**src/logic/mipsPkg.sv**
```systemverilog
package mipsPkg;

	localparam int DataWidth = 32;
	localparam int AddrWidth = 9; // 512-byte memory space
	localparam int RegIdxWidth = 5;

	typedef logic [DataWidth-1:0] dataWord;
	typedef logic [AddrWidth-1:0] memAddr;
	typedef logic [RegIdxWidth-1:0] regIdx;

	// Opcodes
	localparam logic [5:0] OpRType = 6'h00;
	localparam logic [5:0] OpBeq = 6'h04;
	localparam logic [5:0] OpBne = 6'h05;
	localparam logic [5:0] OpAddi = 6'h08;
	localparam logic [5:0] OpSlti = 6'h0a;
	localparam logic [5:0] OpAndi = 6'h0c;
	localparam logic [5:0] OpOri = 6'h0d;
	localparam logic [5:0] OpXori = 6'h0e;
	localparam logic [5:0] OpLui = 6'h0f;
	localparam logic [5:0] OpLw = 6'h23;
	localparam logic [5:0] OpSw = 6'h2b;

	// R-type function codes
	localparam logic [5:0] FnSll = 6'h00;
	localparam logic [5:0] FnSrl = 6'h02;
	localparam logic [5:0] FnSra = 6'h03;
	localparam logic [5:0] FnAdd = 6'h20;
	localparam logic [5:0] FnSub = 6'h22;
	localparam logic [5:0] FnAnd = 6'h24;
	localparam logic [5:0] FnOr = 6'h25;
	localparam logic [5:0] FnXor = 6'h26;
	localparam logic [5:0] FnNor = 6'h27;
	localparam logic [5:0] FnSlt = 6'h2a;
	localparam logic [5:0] FnSltu = 6'h2b;

	typedef enum logic [3:0] {
		Idle,
		Fetch,
		Decode,
		ExecReg,
		ExecImm,
		Branch,
		MemAddr,
		LoadWait,
		LoadWrite,
		StoreWait
	} cpuState;

	typedef enum logic [2:0] {
		AluFunct, // Operation taken from funct field
		AluAdd,
		AluSlt,
		AluAnd,
		AluOr,
		AluXor,
		AluLui
	} aluSel;

	typedef enum logic [1:0] {SrcReg, SrcSignImm, SrcZeroImm, SrcShamt} aluSrcSel;

	typedef enum logic {InAlu, InMem} regInSel;

	typedef enum logic [1:0] {BrNone, BrEq, BrNe} branchKind;

	typedef struct packed {
		logic [5:0] opcode;
		regIdx rs;
		regIdx rt;
		regIdx rd;
		logic [4:0] shamt;
		logic [5:0] funct;
	} rFormat;

	typedef struct packed {
		logic [5:0] opcode;
		regIdx rs;
		regIdx rt;
		logic [15:0] imm;
	} iFormat;

	// Same fetched word viewed as R-type or I-type
	typedef union packed {
		rFormat rType;
		iFormat iType;
	} instrWord;

	typedef struct packed {
		logic pcWrite; // PC+4 in fetch, target in branch
		logic irLoad;
		logic regWrite;
		logic regDstRd; // 1 selects rd, 0 selects rt
		regInSel regIn;
		aluSrcSel aluSrc;
		aluSel alu;
		branchKind branch;
		logic marLoad; // Also loads store data
		logic memValid;
		logic memWrite;
	} ctrlWord;

	typedef struct packed {
		logic valid;
		logic write;
		memAddr addr;
		dataWord wdata;
	} memReq;

	typedef struct packed {
		logic done;
		dataWord rdata;
	} memRsp;

endpackage

```
**src/logic/alu.sv**
```systemverilog
`timescale 1ns/1ps

module alu (
	input mipsPkg::aluSel sel,
	input logic [5:0] funct,
	input mipsPkg::dataWord a,
	input mipsPkg::dataWord b,
	output mipsPkg::dataWord result
);

	logic [5:0] op;
	logic [4:0] shiftAmt;

	assign shiftAmt = b[4:0];

	// Immediate selects map onto the matching R-type code
	always_comb begin
		case (sel)
			mipsPkg::AluAdd: op = mipsPkg::FnAdd;
			mipsPkg::AluSlt: op = mipsPkg::FnSlt;
			mipsPkg::AluAnd: op = mipsPkg::FnAnd;
			mipsPkg::AluOr: op = mipsPkg::FnOr;
			mipsPkg::AluXor: op = mipsPkg::FnXor;
			default: op = funct; // AluFunct and AluLui fall through here
		endcase
	end

	always_comb begin
		if (sel == mipsPkg::AluLui) begin
			result = {b[15:0], 16'b0};
		end else begin
			case (op)
				mipsPkg::FnAdd: result = a + b; // Wraps
				mipsPkg::FnSub: result = a - b;
				mipsPkg::FnAnd: result = a & b;
				mipsPkg::FnOr: result = a | b;
				mipsPkg::FnXor: result = a ^ b;
				mipsPkg::FnNor: result = ~(a | b);
				mipsPkg::FnSlt: result = {31'b0, $signed(a) < $signed(b)};
				mipsPkg::FnSltu: result = {31'b0, a < b};
				mipsPkg::FnSll: result = a << shiftAmt;
				mipsPkg::FnSrl: result = a >> shiftAmt;
				mipsPkg::FnSra: result = $signed(a) >>> shiftAmt;
				default: result = '0;
			endcase
		end
	end

endmodule

```
**src/logic/registerFile.sv**
```systemverilog
`timescale 1ns/1ps

module registerFile (
	input logic CLK,
	input mipsPkg::regIdx readA,
	input mipsPkg::regIdx readB,
	output mipsPkg::dataWord dataA,
	output mipsPkg::dataWord dataB,
	input logic writeEn,
	input mipsPkg::regIdx writeIdx,
	input mipsPkg::dataWord writeData
);

	mipsPkg::dataWord regs [2**mipsPkg::RegIdxWidth];

	always_ff @(posedge CLK) begin
		if (writeEn && writeIdx != '0) begin
			regs[writeIdx] <= writeData;
		end
	end

	// R0 reads as zero
	assign dataA = (readA == '0) ? '0 : regs[readA];
	assign dataB = (readB == '0) ? '0 : regs[readB];

endmodule

```
**src/logic/controlUnit.sv**
```systemverilog
`timescale 1ns/1ps

module controlUnit (
	input logic CLK,
	input logic reset,
	input mipsPkg::instrWord instr,
	input logic memDone,
	output mipsPkg::ctrlWord ctrl
);

	mipsPkg::cpuState state;
	mipsPkg::cpuState nextState;
	logic [5:0] opcode;
	logic [5:0] funct;
	logic isShift;

	assign opcode = instr.rType.opcode;
	assign funct = instr.rType.funct;
	assign isShift = (funct == mipsPkg::FnSll) || (funct == mipsPkg::FnSrl) ||
		(funct == mipsPkg::FnSra);

	always_ff @(posedge CLK) begin
		if (reset) begin
			state <= mipsPkg::Idle;
		end else begin
			state <= nextState;
		end
	end

	always_comb begin
		nextState = state; // Wait states hold by default
		case (state)
			mipsPkg::Idle: nextState = mipsPkg::Fetch;
			mipsPkg::Fetch: if (memDone) nextState = mipsPkg::Decode;
			mipsPkg::Decode: begin
				case (opcode)
					mipsPkg::OpRType: nextState = mipsPkg::ExecReg;
					mipsPkg::OpAddi, mipsPkg::OpSlti, mipsPkg::OpAndi,
					mipsPkg::OpOri, mipsPkg::OpXori, mipsPkg::OpLui: nextState = mipsPkg::ExecImm;
					mipsPkg::OpBeq, mipsPkg::OpBne: nextState = mipsPkg::Branch;
					mipsPkg::OpLw, mipsPkg::OpSw: nextState = mipsPkg::MemAddr;
					default: nextState = mipsPkg::Fetch; // Unknown opcode is a no-op
				endcase
			end
			mipsPkg::ExecReg, mipsPkg::ExecImm, mipsPkg::Branch, mipsPkg::LoadWrite: begin
				nextState = mipsPkg::Fetch;
			end
			mipsPkg::MemAddr: begin
				nextState = (opcode == mipsPkg::OpLw) ? mipsPkg::LoadWait : mipsPkg::StoreWait;
			end
			mipsPkg::LoadWait: if (memDone) nextState = mipsPkg::LoadWrite;
			mipsPkg::StoreWait: if (memDone) nextState = mipsPkg::Fetch;
			default: nextState = mipsPkg::Idle;
		endcase
	end

	always_comb begin
		ctrl = '0;
		case (state)
			mipsPkg::Fetch: begin
				ctrl.memValid = 1'b1; // Read at PC
				ctrl.irLoad = 1'b1;
				ctrl.pcWrite = 1'b1;
			end
			mipsPkg::ExecReg: begin
				ctrl.regWrite = 1'b1;
				ctrl.regDstRd = 1'b1;
				ctrl.alu = mipsPkg::AluFunct;
				ctrl.aluSrc = isShift ? mipsPkg::SrcShamt : mipsPkg::SrcReg;
			end
			mipsPkg::ExecImm: begin
				ctrl.regWrite = 1'b1;
				ctrl.aluSrc = mipsPkg::SrcZeroImm; // Logic ops and LUI
				case (opcode)
					mipsPkg::OpAddi: begin
						ctrl.alu = mipsPkg::AluAdd;
						ctrl.aluSrc = mipsPkg::SrcSignImm;
					end
					mipsPkg::OpSlti: begin
						ctrl.alu = mipsPkg::AluSlt;
						ctrl.aluSrc = mipsPkg::SrcSignImm;
					end
					mipsPkg::OpAndi: ctrl.alu = mipsPkg::AluAnd;
					mipsPkg::OpOri: ctrl.alu = mipsPkg::AluOr;
					mipsPkg::OpXori: ctrl.alu = mipsPkg::AluXor;
					default: ctrl.alu = mipsPkg::AluLui;
				endcase
			end
			mipsPkg::Branch: begin
				ctrl.pcWrite = 1'b1;
				ctrl.branch = (opcode == mipsPkg::OpBne) ? mipsPkg::BrNe : mipsPkg::BrEq;
			end
			mipsPkg::MemAddr: begin
				ctrl.alu = mipsPkg::AluAdd; // rs plus offset
				ctrl.aluSrc = mipsPkg::SrcSignImm;
				ctrl.marLoad = 1'b1;
			end
			mipsPkg::LoadWait: ctrl.memValid = 1'b1;
			mipsPkg::LoadWrite: begin
				ctrl.regWrite = 1'b1;
				ctrl.regIn = mipsPkg::InMem;
			end
			mipsPkg::StoreWait: begin
				ctrl.memValid = 1'b1;
				ctrl.memWrite = 1'b1;
			end
			default: ctrl = '0; // Idle and Decode drive nothing
		endcase
	end

endmodule

```
**src/logic/datapath.sv**
```systemverilog
`timescale 1ns/1ps

module datapath (
	input logic CLK,
	input logic reset,
	input mipsPkg::ctrlWord ctrl,
	input mipsPkg::memRsp busRsp,
	output mipsPkg::instrWord instr,
	output mipsPkg::memReq bus
);

	mipsPkg::memAddr pc;
	mipsPkg::memAddr mar;
	mipsPkg::memAddr pcTarget;
	mipsPkg::memAddr busAddr;
	mipsPkg::dataWord storeData;
	mipsPkg::dataWord mdr; // Load data
	mipsPkg::dataWord regA;
	mipsPkg::dataWord regB;
	mipsPkg::dataWord signImm;
	mipsPkg::dataWord zeroImm;
	mipsPkg::dataWord aluA;
	mipsPkg::dataWord aluB;
	mipsPkg::dataWord aluResult;
	mipsPkg::dataWord writeData;
	mipsPkg::regIdx writeIdx;
	logic branchTaken;
	logic loadCapture;

	assign signImm = {{16{instr.iType.imm[15]}}, instr.iType.imm};
	assign zeroImm = {16'b0, instr.iType.imm};

	// PC has already advanced when the branch state runs
	assign pcTarget = pc + {signImm[mipsPkg::AddrWidth-3:0], 2'b00};

	always_comb begin
		case (ctrl.branch)
			mipsPkg::BrEq: branchTaken = (regA == regB);
			mipsPkg::BrNe: branchTaken = (regA != regB);
			default: branchTaken = 1'b0;
		endcase
	end

	always_ff @(posedge CLK) begin
		if (reset) begin
			pc <= '0;
		end else if (ctrl.pcWrite) begin
			if (ctrl.branch == mipsPkg::BrNone) begin
				if (busRsp.done) pc <= pc + mipsPkg::memAddr'(4); // Fetch completes
			end else if (branchTaken) begin
				pc <= pcTarget;
			end
		end
	end

	assign loadCapture = ctrl.memValid && !ctrl.memWrite && !ctrl.irLoad && busRsp.done;

	always_ff @(posedge CLK) begin
		if (ctrl.irLoad && busRsp.done) begin
			instr <= busRsp.rdata;
		end
		if (ctrl.marLoad) begin
			mar <= aluResult[mipsPkg::AddrWidth-1:0];
			storeData <= regB; // rt for SW
		end
		if (loadCapture) begin
			mdr <= busRsp.rdata;
		end
	end

	// Shifts take rt as value and shamt as amount
	always_comb begin
		aluA = regA;
		case (ctrl.aluSrc)
			mipsPkg::SrcSignImm: aluB = signImm;
			mipsPkg::SrcZeroImm: aluB = zeroImm;
			mipsPkg::SrcShamt: begin
				aluA = regB;
				aluB = {27'b0, instr.rType.shamt};
			end
			default: aluB = regB;
		endcase
	end

	assign writeIdx = ctrl.regDstRd ? instr.rType.rd : instr.rType.rt;
	assign writeData = (ctrl.regIn == mipsPkg::InMem) ? mdr : aluResult;

	registerFile regs (
		.CLK(CLK),
		.readA(instr.rType.rs),
		.readB(instr.rType.rt),
		.dataA(regA),
		.dataB(regB),
		.writeEn(ctrl.regWrite),
		.writeIdx(writeIdx),
		.writeData(writeData)
	);

	alu mainAlu (
		.sel(ctrl.alu),
		.funct(instr.rType.funct),
		.a(aluA),
		.b(aluB),
		.result(aluResult)
	);

	assign busAddr = ctrl.pcWrite ? pc : mar; // Fetch reads at PC
	assign bus = '{valid: ctrl.memValid, write: ctrl.memWrite, addr: busAddr, wdata: storeData};

endmodule

```
**src/logic/mipsCore.sv**
```systemverilog
`timescale 1ns/1ps

module mipsCore (
	input logic CLK,
	input logic reset,
	output mipsPkg::memReq bus,
	input mipsPkg::memRsp busRsp
);

	mipsPkg::instrWord instr;
	mipsPkg::ctrlWord ctrl;

	controlUnit control (
		.CLK(CLK),
		.reset(reset),
		.instr(instr),
		.memDone(busRsp.done),
		.ctrl(ctrl)
	);

	datapath dp (
		.CLK(CLK),
		.reset(reset),
		.ctrl(ctrl),
		.busRsp(busRsp),
		.instr(instr),
		.bus(bus)
	);

endmodule

```
**config.mk**
```make
export PLATFORM = sky130hd
export DESIGN_NAME = mipsCore
export DESIGN_NICKNAME = d
export VERILOG_FILES = /design/src/logic/mipsPkg.sv /design/src/logic/alu.sv /design/src/logic/registerFile.sv /design/src/logic/controlUnit.sv /design/src/logic/datapath.sv /design/src/logic/mipsCore.sv
export SDC_FILE = /design/constraint.sdc
export NUM_CORES = 2
export LEC_CHECK = 0
export ABC_CLOCK_PERIOD_IN_PS = 9700
export CAP_MARGIN = 20
export CORE_ASPECT_RATIO = 0.8
export CORE_MARGIN = 2
export CORE_UTILIZATION = 54
export DETAILED_ROUTE_END_ITERATION = 7
export DONT_BUFFER_PORTS = 1
export HOLD_SLACK_MARGIN = 0.15
export PLACE_DENSITY_LB_ADDON = 0.05
export SLEW_MARGIN = 20
export SYNTH_ARGS = -nofsm -noshare
export SYNTH_HDL_FRONTEND = slang
export SYNTH_SLANG_ARGS = --single-unit
```
**constraint.sdc**
```tcl
create_clock -name CLK -period 9.7 [get_ports CLK]
set_input_delay 0.97 -clock CLK [delete_from_list [all_inputs] [get_ports CLK]]
set_output_delay 0.97 -clock CLK [all_outputs]
set_load 0.02 [all_outputs]
```
# Yosys cells after proc, flatten, opt, wreduce, memory -nomap -nowiden
# Memory sizes are Yosys's and may differ from the RTL's. A register that Yosys moved wholly into a read port is not among the register bits.
# Index checks and enable logic that the tools add are counted.
# totals
register_bits	118
ram_bits	1024
input_bits	35
out_inout_bits	43
word_cells	134
n_memories	1
# memory_table
name	words	word_bits	rd	rd_clocked_by_memory_dff	write_ports	line_no	rtl
dp.regs.regs	32	32	2	2	1	registerFile.sv:14	mipsPkg::dataWord regs [2**mipsPkg::RegIdxWidth];
# classes
n_addsub	4
magnitude_cmp	2
n_eq_ne	48
shift	3
n_mux	38
bitwise_logic	4
reduce_logical	28
# op_table
operator	count
one-hot mux 32 bit (11 select lines)	1
two-way mux 32 bit	5
one-hot mux 32 bit (3 select lines)	1
less-than comparator 32 bit	2
equality test 6 bit, second input constant	10
equality test 6 x 4 -> 1 bit, second input constant	6
two-way mux 9 bit	4
adder 32 bit	1
bitwise AND 32 bit	1
equality test 32 bit	1
inequality test 32 bit	1
inverter 32 bit	1
OR 32 bit	1
left shift 32 x 5 -> 32 bit	1
right shift 32 x 5 -> 32 bit	1
>>> shifter 32 x 5 -> 32 bit	1
subtractor 32 bit	1
XOR 32 bit	1
one-hot mux 6 bit (5 select lines)	1
equality test 6 x 2 -> 1 bit, second input constant	4
one-hot mux 4 bit (6 select lines)	1
zero test 6 bit	3
equality test 4 x 3 -> 1 bit, second input constant	4
two-way mux 4 bit	4
32 further kinds	70

# Depth between registers and ports, before layout
# depth
word_depth	12
ltp_mapped	29
ltp_nobuf	21

# Modules after synthesis
# A second synthesis with hierarchy kept.
# hier_totals
cells_unflattened	4569
area_unflattened_um2	64050.2
# modules_own_cells
mod	n_inst	cells_per_inst	area_per_inst_um2	seq_area_each_um2
registerFile	1	2564	47904.7	30749.5
alu	1	1530	10084.7	0.0
datapath	1	389	5499.0	3293.2
controlUnit	1	86	561.8	80.1

# Least setup slack after synthesis
# OpenSTA, ideal clock, no wires.
# synth_timing
path_type	register -> register
from	register (tool-made name)
to	memory dp.regs.regs[0][30] (netlist name), data pin
setup_ns	0.398
arrival_ns	6.668
required_time_ns	9.302
slack_ns	2.635
path_stages_with_launch	26
path_buffers	7
period_less_slack_ns	7.065
cell_sequence	dfxtp_1 buf_2 buf_4 buf_2 buf_4 mux2i_1 a22oi_1 a21oi_1 nor4_1 a21boi_1 clkbuf_1 clkbuf_1 clkbuf_1 ha_1 a21o_1 a21o_1 a2111o_1 a21oi_1 nor4_1 o31ai_1 o31ai_1 a31oi_1 o21bai_1 nor4_1 o21ai_0 a41oi_1
# synth_lines
item	line_no
to (decl)	registerFile.sv:14

==> out/qor.csv <==
stage;metric;value;unit
floorplanning;core area;0.1183;mm^2
yosys;synthesized area;0.06421;mm^2
power_and_ir_drop;Worst VDD drop;0.2204;mV
detailed_routing;via count;50590;
clock_tree;cts hold-fix bufs;0;
global_routing;largest net degree at the start of global routing;64;
yosys;post-synthesis simple-gate area fraction;0.08390;
yosys;compound-cell area share of the yosys netlist;0.1305;
clock_tree;Post-CTS Resized;0;
floorplanning;Initial Util;0.5426;
global_routing;GRT overflow;0;
sta;period utilisation layout;0.9003;
clock_tree;# H-tree levels;3;
setup_path;Arr. time, crit path;9210;ps
detailed_routing;drt first pass iters;7;
floorplanning;die extent in x;389.5;um
detailed_routing;routed wire length;283900;um
clock_tree;Clk pin slew, worst setup/hold paths;60;ps
sta;setup_tns;0;ps
clock_tree;Clock Path Buffers;3;
yosys;portion of netlist area occupied by mux cells;0.1913;
run_status;run status;completed;
flow_run;max-cap violation count;0;
sta;Final setup viols;0;
global_routing;global-route wire length before repair;383400;um
setup_path;critical path type;flip-flop to flip-flop;
setup_path;crit end category;flip-flop;
floorplanning;Ports;78;
yosys;main combinational cell family by area after synthesis;multiplexers;
floorplanning;Die Area;0.1217;mm^2
clock_tree;Post-CTS Setup Bufs;0;
clock_tree;CTS buffer count;113;
yosys;Synth Instances;4914;
setup_path;worst reg2reg setup slack;970;ps
sta;Hold Fails Final Rpt;0;
yosys;Synth Area in XOR/XNOR;0.003683;
detailed_routing;vias per cell;7.685;
detailed_routing;DRT iter0 DRCs;9912;
setup_path;worst-path maximum fanout;36;
yosys;YS warnings;0;
hold_path;Tightest Hold Check Type;input port to flip-flop;
global_routing;vias in the first global route;46270;
layout;Final Cell Area;0.07069;mm^2
yosys;Yosys reg bits;1150;
detailed_routing;wire per inst;43.12;um
yosys;average size of a mapped cell;13.07;um^2
placed_design;post-DP HPWL;194400;um
placed_design;gp weighted congestion;1.136;
sta;min Tclk post-route;8733;ps
global_routing;GRT Resource Usage Total;0.4598;
clock_tree;Clock Tree Root;clkbuf_16;
layout;share of cells above drive strength 1;0.1715;
yosys;post-synthesis sequential area ratio;0.5345;
layout;Final Net Count;5074;
yosys;Synth Flop Type;edfxtp_1;
global_routing;antenna violations before repair;14;
yosys;number of synthesized flops with an enable pin;1129;
layout;Area Growth Syn to Fin;10.10;%
placed_design;Port Buffers;0;
setup_path;Setup crit start kind;flip-flop;
sta;Max Freq;114.5;MHz
floorplanning;die height;312.4;um
power_and_ir_drop;leakage;24.70;nW
detailed_routing;post-route DRC violation count;0;
sta;Slew Limit Fails;0;
sta;RSZ-0062 raised after global routing;false;
sta;relative slew slack;0.08109;
sta;clk_skew;56.34;ps
yosys;fraction of the mapped netlist area in adder cells;0.02140;
setup_path;WP data required;10180;ps
clock_tree;CTS Sinks;1150;
detailed_routing;final antenna-violating net count;0;
yosys;post-synthesis async set-or-reset flop share;0;
floorplanning;Row Count;113;
layout;post-layout util;0.5974;
clock_tree;Clock Latency Late Sink;780;ps
power_and_ir_drop;cell area power density;201.6;mW/mm^2
sta;slew of the pin with the lowest slew margin;1378;ps
placed_design;Post-DP Area;0.06702;mm^2
yosys;count of cell types in the netlist;101;
clock_tree;CTS tree;yes;
synthesized netlist by cell type (all sizes together), types with 18 or more instances:
cell type,n,share of area
a2111oi,18,0.0025
a211oi,31,0.0036
a21o,30,0.0035
a21oi,219,0.017
a221o,24,0.0037
a221oi,43,0.0061
a22o,48,0.0065
a22oi,292,0.034
a31oi,49,0.0052
and2,36,0.0035
and3,28,0.0027
buf,175,0.017
clkbuf,192,0.011
dfxtp,21,0.0065
edfxtp,1129,0.53
ha,105,0.020
inv,115,0.0067
mux2,31,0.0056
mux2i,534,0.083
mux4,290,0.10
nand2,323,0.019
nand2b,32,0.0031
nand3,160,0.012
nand4,43,0.0043
nor2,265,0.015
nor2b,28,0.0027
nor3,57,0.0044
o211ai,32,0.0037
o21ai,145,0.011
o221ai,28,0.0038
o22ai,45,0.0044
o31ai,20,0.0024
xnor2,19,0.0026
routing by layer:
metal | global-route usage | vias up | share of wire
met5 | 0.02747 | - | 0.0011
met3 | 0.2369 | 667 | 0.19
met2 | 0.5796 | 4561 | 0.38
met1 | 0.6628 | 25550 | 0.38
li1 | - | 19800 | -
met4 | 0.1745 | 14 | 0.046
through the flow:
| step | std cells | hold WS (ps) | setup WS [ps] | total power [mW] |
|---|---|---|---|---|
| after CTS | 6574 | 230.7 | 1557 | 13.96 |
| after global placement | 6364 | 458.1 | 1643 | 9.672 |
| after floorplan | 4945 | 442.0 | 2635 | 8.032 |
| after global routing | 6578 | 241.6 | 958.5 | 14.49 |
| after detailed placement | 6365 | 454.3 | 1569 | 9.651 |
| final | 6583 | 262.1 | 967.1 | 14.25 |
layout by cell type, fill, tap and decap left out, types with 140 or more instances in the layout:
master    netlist  routed
a21oi_1       218     214
a22oi_1       290     289
buf_4          41     231
edfxtp_1     1129    1129
mux2i_1       534     534
mux4_2        277     277
nand2_1       322     321
nand3_1       160     159
nor2_1        265     224
o21ai_0       142     140
power breakdown:
| group | leakage, nW | internal [mW] | switching, mW |
|---|---|---|---|
| combinational | 12.4 | 1.24 | 3.00 |
| sequential | 10.6 | 5.54 | 0.0829 |
| clock | 1.74 | 2.38 | 2.01 |
flip-flops by register name, indices dropped and copies added (netlist names), named ones only:
signal and cells:
dp.regs.regs 1024, dp.mar 9, dp.pc 7, dp.instr 32
control.state 4, dp.storeData 32, dp.mdr 32
final timing paths:
check | from | to | cells after the start
max reg2reg | flip-flop | dp.regs.regs[4][0] | 22
min reg2reg | dp.instr[24] | flip-flop | 2
max | flip-flop | dp.regs.regs[4][0] | 22
min | reset | control.state[3] | 1
layout make-up:
class                           instances  area (um^2)
Timing Repair Buffer                  238         1847
Clock buffer                          136         2935
Sequential cell                      1150        34350
Multi-Input combinational cell       3312        28490
Antenna cell                            6        15.01
Clock inverter                         73        679.4
Tap cell                             1552         1942
Inverter                              116        435.4
Fill cell                            9309        47650
worst max-delay path, cell delays in order (launching register included):
cell and delay [ps]:
dfxtp_4 850, buf_4 660, buf_4 460, mux4_2 370, a2bb2oi_1 140, a21oi_1 160
nand3_1 690, and2_1 480, nor2_1 260, nor2_1 140, ha_1 430, nor2_1 180
nand2_1 120, or2_2 350, nor4_1 360, o31ai_1 220, o31ai_1 490, a31oi_1 220
o21bai_1 580, a21oi_1 480, nor3_1 370, a21oi_2 90, buf_4 240
cells by family after synthesis:
kind of cell    count (synthesis)
buf+inv                       483
mux                           855
compound gates               1183
flops                        1150
other cells                     1
xor+xnor                       27
simple gates                 1107
fa+ha+maj                     108
(Power assumes the default switching activity.)
